$ cat src/hdl/bus_pkg.sv
`default_nettype none

package bus_pkg;

    // ----------------------------------------------------------
    // Access port widths
    // ----------------------------------------------------------
    localparam int ADDR_W = 32;
    localparam int DATA_W = 32;

    // One strobe per byte lane
    localparam int STRB_W = DATA_W / 8;

    // ----------------------------------------------------------
    // Request and response
    // ----------------------------------------------------------

    // Single-cycle strobe, no back-pressure
    typedef struct packed {
        logic              req;
        logic              we;
        logic [STRB_W-1:0] strb;
        logic [ADDR_W-1:0] addr;
        logic [DATA_W-1:0] wdata;
    } acc_req_t;

    // Idle sources drive all zero so responses can be ORed
    typedef struct packed {
        logic              ack;
        logic              error;
        logic [DATA_W-1:0] rdata;
    } acc_rsp_t;

endpackage

`default_nettype wire

$ cat src/hdl/mem_map_pkg.sv
`default_nettype none

package mem_map_pkg;

    // ----------------------------------------------------------
    // Region numbering
    // ----------------------------------------------------------
    localparam int REGION_W    = 4;
    localparam int ITCM_REGION = 0;
    localparam int DTCM_REGION = ITCM_REGION + 1;

    // Regions are consecutive, one bank each
    localparam int BANK_NUM = DTCM_REGION + 1;

    // First region number that no bank owns
    localparam logic [REGION_W-1:0] REGION_LIMIT = REGION_W'(BANK_NUM);

    // ----------------------------------------------------------
    // Bank geometry
    // ----------------------------------------------------------

    // 1024 words of 32 bits, 4 KB per bank
    localparam int BANK_WORDS = 1024;
    localparam int WORD_IDX_W = $clog2(BANK_WORDS);
    localparam int BYTE_OFF_W = $clog2(bus_pkg::STRB_W);

    // Bits between region and word index, zero for a valid access
    localparam int PAD_W = bus_pkg::ADDR_W - REGION_W - WORD_IDX_W - BYTE_OFF_W;

    // ----------------------------------------------------------
    // Address views
    // ----------------------------------------------------------
    typedef struct packed {
        logic [REGION_W-1:0]   region;
        logic [PAD_W-1:0]      pad;
        logic [WORD_IDX_W-1:0] word_idx;
        logic [BYTE_OFF_W-1:0] byte_off;
    } tcm_addr_fields_t;

    typedef union packed {
        logic [bus_pkg::ADDR_W-1:0] flat;
        tcm_addr_fields_t           fields;
    } tcm_addr_u;

endpackage

`default_nettype wire

$ cat src/hdl/rsp_merge.sv
`timescale 1ns/1ps
`default_nettype none

module rsp_merge (
    input  bus_pkg::acc_rsp_t bank_rsp_i [mem_map_pkg::BANK_NUM],
    input  bus_pkg::acc_rsp_t err_rsp_i,
    output bus_pkg::acc_rsp_t rsp_o
);

    // ----------------------------------------------------------
    // OR of all response sources
    // ----------------------------------------------------------

    // Only one source acks per cycle, the rest are zero
    always_comb begin
        rsp_o = err_rsp_i;
        for (int b = 0; b < mem_map_pkg::BANK_NUM; b++) begin
            rsp_o.ack   = rsp_o.ack   | bank_rsp_i[b].ack;
            rsp_o.error = rsp_o.error | bank_rsp_i[b].error;
            rsp_o.rdata = rsp_o.rdata | bank_rsp_i[b].rdata;
        end
    end

endmodule

`default_nettype wire

$ cat config.mk
export PLATFORM = sky130hd
export DESIGN_NAME = rsp_merge
export DESIGN_NICKNAME = d
export VERILOG_FILES = /design/src/hdl/bus_pkg.sv /design/src/hdl/mem_map_pkg.sv /design/src/hdl/rsp_merge.sv
export SDC_FILE = /design/constraint.sdc
export NUM_CORES = 1
export LEC_CHECK = 0
export BUFFER_PORTS_ARGS = -buffer_cell sky130_fd_sc_hd__buf_4
export CAP_MARGIN = 20
export CORE_AREA = 3 3 52 54
export DETAILED_ROUTE_END_ITERATION = 6
export DIE_AREA = 0 0 55 57
export PLACE_DENSITY = 0.7
export SLEW_MARGIN = 10
export SYNTH_ARGS = -nofsm -noshare
export SYNTH_HDL_FRONTEND = slang
export SYNTH_SLANG_ARGS = --single-unit
$ cat constraint.sdc
create_clock -name vclk -period 1.8
set_clock_uncertainty 0.05 [all_clocks]
set_input_delay 0.36 -clock vclk [all_inputs]
set_output_delay 0.36 -clock vclk [all_outputs]
set_load 0.05 [all_outputs]
# Word level (Yosys, flattened, before mapping)
# Index checks and enable logic that the tools add are counted.
[totals]
mem_count = 0
romBits = 0
latch_bits = 0
ff_bits = 0
output_inout_bits = 34
input_bits = 102
mem_bits_rw = 0
[classes]
mul = 0
div_mod_pow = 0
bitwise = 6
n_eq_ne = 0
n_reduce_logical = 0
n_lt_le_gt_ge = 0
addsub = 0
shift = 0
n_mux = 0
[op_table]
columns = ["operator", "count"]
rows = [
  ["bitwise OR 32 bit", 2],
  ["bitwise OR 1 bit", 4],
]

# Longest topological paths before layout
[logic_depth]
depth_word = 2
ltp_mapped = 1
mapped_depth_nobuf = 1

# Least setup slack after synthesis
# No wires, ideal clock.
[synth_path]
path_type = "input to output"
start = "input bank_rsp_i[34] (netlist name)"
end = "output rsp_o[0] (netlist name)"
path_stages = 1
arrival_ns = 0.944
path_slack_ns = 0.446
required_time_ns = 1.390
cell_sequence = "or3_1"
[synth_via]
elab_chain_cells = 2
[synth_rtl]
columns = ["element", "line_no", "rtl"]
rows = [
  ["start: declaration", "rsp_merge.sv:5", "input bus_pkg::acc_rsp_t bank_rsp_i [mem_map_pkg::BANK_NUM],"],
  ["bitwise OR 32 bit (2 in a row)", "rsp_merge.sv:20", "rsp_o.rdata = rsp_o.rdata | bank_rsp_i[b].rdata;"],
  ["end: declaration", "rsp_merge.sv:7", "output bus_pkg::acc_rsp_t rsp_o"],
]
# Every way passes these cells.

==> results.json <==
{
  "postRouteAntennaNets": 0,
  "drv_slew": 0,
  "critPathMaxStageDelay_ps": 370,
  "worstPathRequired_ps": 1390,
  "startpoint": "bank_rsp_i[37]",
  "fmaxAchievable_mhz": 689,
  "ctsHoldBuffers": 0,
  "grt_pass1_wl_um": 3220,
  "critical_path.startpoint_type": "primary input",
  "path_cells": "buf_4, or3_1, buf_4",
  "ios": 136,
  "postRouteWirelength_um": 2510,
  "worst_ir_drop_vdd_uv": 150,
  "timing_worst_setup_path_type": "primary input to primary output",
  "worstSetupEndpointType": "primary output",
  "avgViaCountPerCell": 4.16,
  "powerDensity_nw_per_um2": 266,
  "cap_viol_max_count": 0,
  "num_rows": 17,
  "die_h_um": 57,
  "synth_area_per_cell_um2": 6.26,
  "fill_cells": 203,
  "dp.cells": 198,
  "cts_setup_buffers": 0,
  "antenna_found_initial": 0,
  "ys_seq_area_share_pct": 0,
  "rsz0062_at_grt": "no",
  "multiInputGateArea_um2": 213,
  "finalHoldViolCount": 0,
  "numSequentialCells": 0,
  "overflow": 0,
  "p_leak_uw": 0.000680,
  "portBuffers": 136,
  "drc": 0,
  "synth_area_um2": 213,
  "routedWlPerCell_um": 12.7,
  "grt_pass1_vias": 797,
  "layout_commonest_cell": "buf_4",
  "power_uw": 338,
  "drt_iter0_markers": 2,
  "critPathSlowestCell": "or3_1",
  "grtUsageTotal_pct": 13.1,
  "die_area_um2": 3140,
  "die_w_um": 55,
  "areaGrowthSynthToFinish_pct": 496,
  "tightest_slew_ps": 156,
  "worst_slack_ps": 350,
  "ys_warn_count": 0,
  "syn-instance-count": 34,
  "start_util_pct": 9.43,
  "dr.pass1.iters": 4,
  "hold_class": "primary input to primary output",
  "stdcell_count": 198,
  "via_count": 823,
  "setup_viol": 0,
  "cts_resized": 0,
  "slew_headroom_pct": 89.7,
  "clkbuf_count": 0,
  "synth_top_area_cell": "or3_1",
  "nNetsFinal": 274,
  "status": "complete, no violations",
  "core_um2": 2250,
  "place_ws_ps": 345,
  "final_cell_mix": "buf_4 (136), or3_1 (34)",
  "drive_above_1_share_pct": 80.0,
  "grt_max_degree": 2,
  "synth.top_cell.area_share_pct": 100,
  "synth_cell_types": 1,
  "path_common_cell": "buf_4",
  "layout_min_cycle_time_ps": 1450,
  "period_share_pct": 80.6,
  "tns_ps": 0,
  "worstHoldStart": "bank_rsp_i[22]",
  "seq_area_um2": 0,
  "yosys-top-cells-area": "or3_1 (100%)",
  "antenna_cells": 0,
  "critPathMaxFanout": 1,
  "gp_congestion": 0.676,
  "hpwl_um": 2420,
  "cp.arrival_ps": 1040,
  "synth_nets": 136
}
-- through the flow --
stage               hold slack, ps  area, µm²  util (%)
detailed placement            1010       1270      56.3
CTS                           1010       1270      56.3
finish                        1010       1270      56.3
global placement              1010       1270      56.3
floorplan                     1040        213         -
global route                  1020       1270      56.3
-- final cells by class --
class | instances | share of cell area [%]
multi-input cells | 34 | 16.8
repair buffers | 136 | 80.5
well taps | 28 | 2.76
-- power breakdown --
group          leakage [µW]  switching, µW  internal, µW
sequential                0              0             0
clock                     0              0             0
combinational      0.000680            150           188
-- Yosys cell counts --
master   n
or3_1   34
-- worst max-delay path: cells and delay by family --
family	cells	cell delay [ps]
AND/OR/NAND/NOR	1	370
buffers and inverters	2	300
-- routing by layer --
| metal | vias to the layer above | global-route usage [%] | share of wire (%) | wire, µm |
|---|---|---|---|---|
| met4 | 0 | 0 | 0 | 0 |
| met5 | - | 0 | 0 | 0 |
| li1 | 408 | - | - | - |
| met3 | 0 | 0.783 | 13 | 336 |
| met2 | 61 | 30.1 | 60 | 1510 |
| met1 | 354 | 11.8 | 26 | 658 |
-- worst paths after layout --
kind  depth (start not counted)  slack [ps]   endpoint
max                           3         350   rsp_o[3]
min                           3        1010  rsp_o[22]
-- logic make-up after synthesis --
logic type	share of synthesized area, %
AND/OR/NAND/NOR	100
Note: power is estimated with default switching activity, not from simulation.
