`src/hdl/bus_pkg.sv`:
```
`default_nettype none

package bus_pkg;

    // ----------------------------------------------------------
    // Access port widths
    // ----------------------------------------------------------
    localparam int ADDR_W = 32;
    localparam int DATA_W = 32;

    // One strobe per byte lane
    localparam int STRB_W = DATA_W / 8;

    // ----------------------------------------------------------
    // Request and response
    // ----------------------------------------------------------

    // Single-cycle strobe, no back-pressure
    typedef struct packed {
        logic              req;
        logic              we;
        logic [STRB_W-1:0] strb;
        logic [ADDR_W-1:0] addr;
        logic [DATA_W-1:0] wdata;
    } acc_req_t;

    // Idle sources drive all zero so responses can be ORed
    typedef struct packed {
        logic              ack;
        logic              error;
        logic [DATA_W-1:0] rdata;
    } acc_rsp_t;

endpackage

`default_nettype wire

```
`src/hdl/mem_map_pkg.sv`:
```
`default_nettype none

package mem_map_pkg;

    // ----------------------------------------------------------
    // Region numbering
    // ----------------------------------------------------------
    localparam int REGION_W    = 4;
    localparam int ITCM_REGION = 0;
    localparam int DTCM_REGION = ITCM_REGION + 1;

    // Regions are consecutive, one bank each
    localparam int BANK_NUM = DTCM_REGION + 1;

    // First region number that no bank owns
    localparam logic [REGION_W-1:0] REGION_LIMIT = REGION_W'(BANK_NUM);

    // ----------------------------------------------------------
    // Bank geometry
    // ----------------------------------------------------------

    // 1024 words of 32 bits, 4 KB per bank
    localparam int BANK_WORDS = 1024;
    localparam int WORD_IDX_W = $clog2(BANK_WORDS);
    localparam int BYTE_OFF_W = $clog2(bus_pkg::STRB_W);

    // Bits between region and word index, zero for a valid access
    localparam int PAD_W = bus_pkg::ADDR_W - REGION_W - WORD_IDX_W - BYTE_OFF_W;

    // ----------------------------------------------------------
    // Address views
    // ----------------------------------------------------------
    typedef struct packed {
        logic [REGION_W-1:0]   region;
        logic [PAD_W-1:0]      pad;
        logic [WORD_IDX_W-1:0] word_idx;
        logic [BYTE_OFF_W-1:0] byte_off;
    } tcm_addr_fields_t;

    typedef union packed {
        logic [bus_pkg::ADDR_W-1:0] flat;
        tcm_addr_fields_t           fields;
    } tcm_addr_u;

endpackage

`default_nettype wire

```
`src/hdl/region_decoder.sv`:
```
`timescale 1ns/1ps
`default_nettype none

module region_decoder (
    input  wire logic              clk_neg_i,
    input  wire logic              rstn_neg_sync,
    input  bus_pkg::acc_req_t      req_i,
    output bus_pkg::acc_req_t      bank_req_o [mem_map_pkg::BANK_NUM],
    output bus_pkg::acc_rsp_t      err_rsp_o
);

    mem_map_pkg::tcm_addr_u addr_view;
    mem_map_pkg::tcm_addr_u fwd_addr;
    logic                   hit;
    logic                   err_q;

    // ----------------------------------------------------------
    // Address decode
    // ----------------------------------------------------------
    assign addr_view.flat = req_i.addr;

    // Owned region and clean pad bits
    assign hit = (addr_view.fields.region < mem_map_pkg::REGION_LIMIT)
              && (addr_view.fields.pad == '0);

    // Banks only see their local offset
    always_comb begin
        fwd_addr.flat            = '0;
        fwd_addr.fields.word_idx = addr_view.fields.word_idx;
        fwd_addr.fields.byte_off = addr_view.fields.byte_off;
    end

    // ----------------------------------------------------------
    // Per-bank request strobes
    // ----------------------------------------------------------
    always_comb begin
        for (int b = 0; b < mem_map_pkg::BANK_NUM; b++) begin
            bank_req_o[b]      = req_i;
            bank_req_o[b].addr = fwd_addr.flat;
            // At most one bank sees the strobe
            bank_req_o[b].req  = req_i.req && hit
                              && (int'(addr_view.fields.region) == b);
        end
    end

    // ----------------------------------------------------------
    // Error response
    // ----------------------------------------------------------

    // Same one-cycle latency as a bank hit
    always_ff @(posedge clk_neg_i or negedge rstn_neg_sync) begin
        if (!rstn_neg_sync) begin
            err_q <= 1'b0;
        end else begin
            err_q <= req_i.req && !hit;
        end
    end

    // No bank answered, so read data is zero
    assign err_rsp_o.ack   = err_q;
    assign err_rsp_o.error = err_q;
    assign err_rsp_o.rdata = '0;

endmodule

`default_nettype wire

```
`config.mk`:
```
export PLATFORM = sky130hd
export DESIGN_NAME = region_decoder
export DESIGN_NICKNAME = d
export VERILOG_FILES = /design/src/hdl/bus_pkg.sv /design/src/hdl/mem_map_pkg.sv /design/src/hdl/region_decoder.sv
export SDC_FILE = /design/constraint.sdc
export NUM_CORES = 1
export LEC_CHECK = 0
export BUFFER_PORTS_ARGS = -buffer_cell sky130_fd_sc_hd__buf_4
export CAP_MARGIN = 20
export CORE_AREA = 2 2 95 97
export CTS_BUF_LIST = sky130_fd_sc_hd__clkbuf_4 sky130_fd_sc_hd__clkbuf_8
export DETAILED_ROUTE_END_ITERATION = 10
export DIE_AREA = 0 0 97 99
export PLACE_DENSITY = 0.55
export SETUP_SLACK_MARGIN = 0.02
export SLEW_MARGIN = 10
export SYNTH_ARGS = -nofsm -noshare
export SYNTH_HDL_FRONTEND = slang
export SYNTH_SLANG_ARGS = --single-unit
```
`constraint.sdc`:
```
create_clock -name clk_neg_i -period 1.2 [get_ports clk_neg_i]
set_clock_uncertainty 0.05 [all_clocks]
set_input_delay 0.18 -clock clk_neg_i [delete_from_list [all_inputs] [get_ports clk_neg_i]]
set_output_delay 0.18 -clock clk_neg_i [all_outputs]
set_load 0.05 [all_outputs]
```
* Word-level counts from Yosys, hierarchy flattened
Index checks and enable logic that the tools add are counted.
Storage, ports and cells: output and inout port bits 174, latch bits 0, memory bits (read-only) 0, memory bits (writable) 0, memories 0, register bits after elaboration 1, input bits 72
Operators by class: shift operators 0, $add $sub $neg 0, multiply operators 0, div/mod/pow operators 0, reduce and logical (&&, ||, !) cells 8, equal/unequal tests 1, $lt $le $gt $ge 1, mux-type cells 0, bitwise logic cells 0
Operator list (count):
- 16-bit logical NOT | 1
- 1-bit logical AND | 5
- 4-bit by 2-bit equality test with 1-bit output (second input constant) | 1
- 4-bit logical NOT | 1
- 4-bit by 2-bit less-than comparator with 1-bit output (second input constant) | 1
- 1-bit logical NOT | 1

* Depth between registers and ports, before layout
depth in word-level cells 4, gate-level depth with buffers 3, depth with buffers taken out 3

* Least setup slack after synthesis
Ideal clock, no wire load.
kind input to output, from input req_i[51] in the netlist's numbering, to output bank_req_o[69] in the netlist's numbering, stages 3, slack -0.736 ns, required time 0.970 ns, data arrival time 1.706 ns, path buffers 0, cells stage by stage nor4_1 nand3_1 nor3_1
RTL lines:
- from (decl) | line region_decoder.sv:7 | input bus_pkg::acc_req_t req_i,
- to (decl) | line region_decoder.sv:8 | output bus_pkg::acc_req_t bank_req_o [mem_map_pkg::BANK_NUM],

==> metrics.txt <==
Final min period=1435 ps; setup_tns=-551.2 ps; P_leak=0.0004288 µW; VDD IR max=0.0001558 V; die extent in x=97 µm; Synth Warn #=0; largest family of logic cells by synthesized area=buffers and inverters; Layout area overhead=-40.50%; final layout net count=187; flops & latches, synth=1; # setup viols final=3; final antenna-violating net count=0; crit end category=output port; GRT met1 Usage=1.278%; PnR worst setup slack=-235.4 ps; Critical Path AT=1210 ps; GRT Residual Overflow=0; first-pass GRT wire length=2511 µm; final slew viol count=0; IO Pins=246; most common cell after layout, fill and taps aside=conb_1; WS Path Type=in -> out; Antenna Cells=0; IO buf count=26; Layout Cells excl Fill=221; final period utilization=119.6%; Most Used Layer, Global Route=met4; Die Footprint=9603 µm²; initial antenna violation count=0; Pre-antenna DRT Iters=2; most frequent cells in the layout=conb_1 (72), buf_4 (20), buf_6 (8); Multi-input gate area=416.7 µm²; worst min path class=in -> out; Initial DRC Count=2; max_cap viols=0; design area=827.0 µm²; DRT Wirelength=2073 µm; status=finished, violations left; All-Layer GR Usage=3.275%; largest registers=err_q x1; Worst Setup Start Kind=input port; Comb pwr share=94.2%; complex-gate fraction of the synthesized area=0.5401%; Remaining DRCs=0; Final HPWL DP=1821 µm; Sw Pwr=538.0 µW; Starting Density=16.26%; met2 track utilization from global routing=4.594%; layout cell share with drive strength beyond 1=30.97%; final hold slack=310.0 ps; Max Fanout on Critical Path=3; P per Cell Area=775.7 nW/µm²; WL/cell=9.380 µm; Worst Path Required=970 ps; Seq/Total Area, Yosys=1.800%; mux contribution to synthesized area=0%; placed cell count=218; Syn Inst Count=185; internal cell power=103.6 µW; row count=34; largest net degree at the start of global routing=4; Adder-Cell Fraction of Synth Area=0%; Synth cell types=9; vias in the first global route=465; Switching Fraction=83.86%; total via count in the routed design=540; syn avg cell area=7.514 µm²; most flop-heavy register=err_q; Die Y=99 µm; RSZ-0062 raised after global routing=true; failing checks=setup timing; met3 GRT Util=2.837%; Core Region=8551 µm²; post-synthesis xor/xnor area fraction=0%; Largest register FFs=1; Placed Area=765.7 µm²; sequential power share=5.8%; Final Hold Vio Count=0; Max Freq=696.7 MHz; GP Congestion=0.6868; drt via density=2.443; simple-gate share of the synthesized area=4.500%; cell area after synthesis=1390 µm²; # fillers=996; Clk pwr share=0%; Sequential cell area=25.02 µm²
[metal layers]
| metal | routed length (µm) | share of wire (%) |
|---|---|---|
| met1 | 214 | 10 |
| met2 | 809 | 39 |
| met3 | 605 | 29 |
| met4 | 444 | 21 |
| met5 | 0 | 0 |
[cell families after synthesis]
group | after synthesis
compound gates | 1
buf+inv | 172
flops | 1
other cells | 1
simple gates | 10
[layout make-up]
cell class                 instances  share of cell area (%)
tap                              108                   16.34
sequential                         1                   3.026
timing repair buffer              29                   30.26
multi-input combinational         83                   50.38
[worst paths after layout]
check / startpoint / end / depth (start not counted)
max: req_i[55] / bank_req_o[139] / 5
max in group asynchronous: rstn_neg_sync / err_q$_DFF_PN0_ / 2
min: req_i[19] / bank_req_o[89] / 0
min in group asynchronous: rstn_neg_sync / err_q$_DFF_PN0_ / 2
[through the flow]
step	total power (µW)	worst slack, ps	utilization, %
6_report	641.5	-235.4	9.672
5_1_grt	657.7	-322.4	9.672
4_1_cts	635.7	-245.9	9.511
3_5_place_dp	625.8	-317.5	8.955
3_3_place_gp	621.6	-301.9	8.955
2_1_floorplan	1619	-331.9	-
[worst max-delay path, stage by stage]
cell	delay, ps
buf_6	100
nor4_4	270
nand3_2	170
nor4b_4	290
buf_6	190
[synthesized netlist by cell type (all sizes together)]
library cell / n / share of area (%)
nor4: 4 / 1.8
nand2: 2 / 0.54
nor4b: 1 / 1.1
nand3: 1 / 0.36
o21a: 1 / 0.54
buf: 172 / 93
dfrtp: 1 / 1.8
nor3: 2 / 0.72
conb: 1 / 0.27
[power by group through the flow]
| stage | logic, µW | registers, µW | clock network [µW] |
|---|---|---|---|
| finish | 604 | 37.1 | 0 |
| detailed placement | 589 | 37.1 | 0 |
| floorplan | 1580 | 36.8 | 0 |
| global route | 620 | 37.3 | 0 |
| CTS | 599 | 37.2 | 0 |
| global placement | 585 | 37.0 | 0 |
[what timing repair did]
| item | in CTS | in global routing |
|---|---|---|
| hold endpoints to repair | 1 | 0 |
| resized for setup | 8 | 1 |
| setup buffers | 1 | 1 |
| endpoints found under the setup margin | 2 | 3 |
| hold buffers | 1 | 0 |
| pin swaps | 7 | 1 |
| gates cloned | 0 | 0 |
Note: power is estimated with default switching activity, not from simulation.
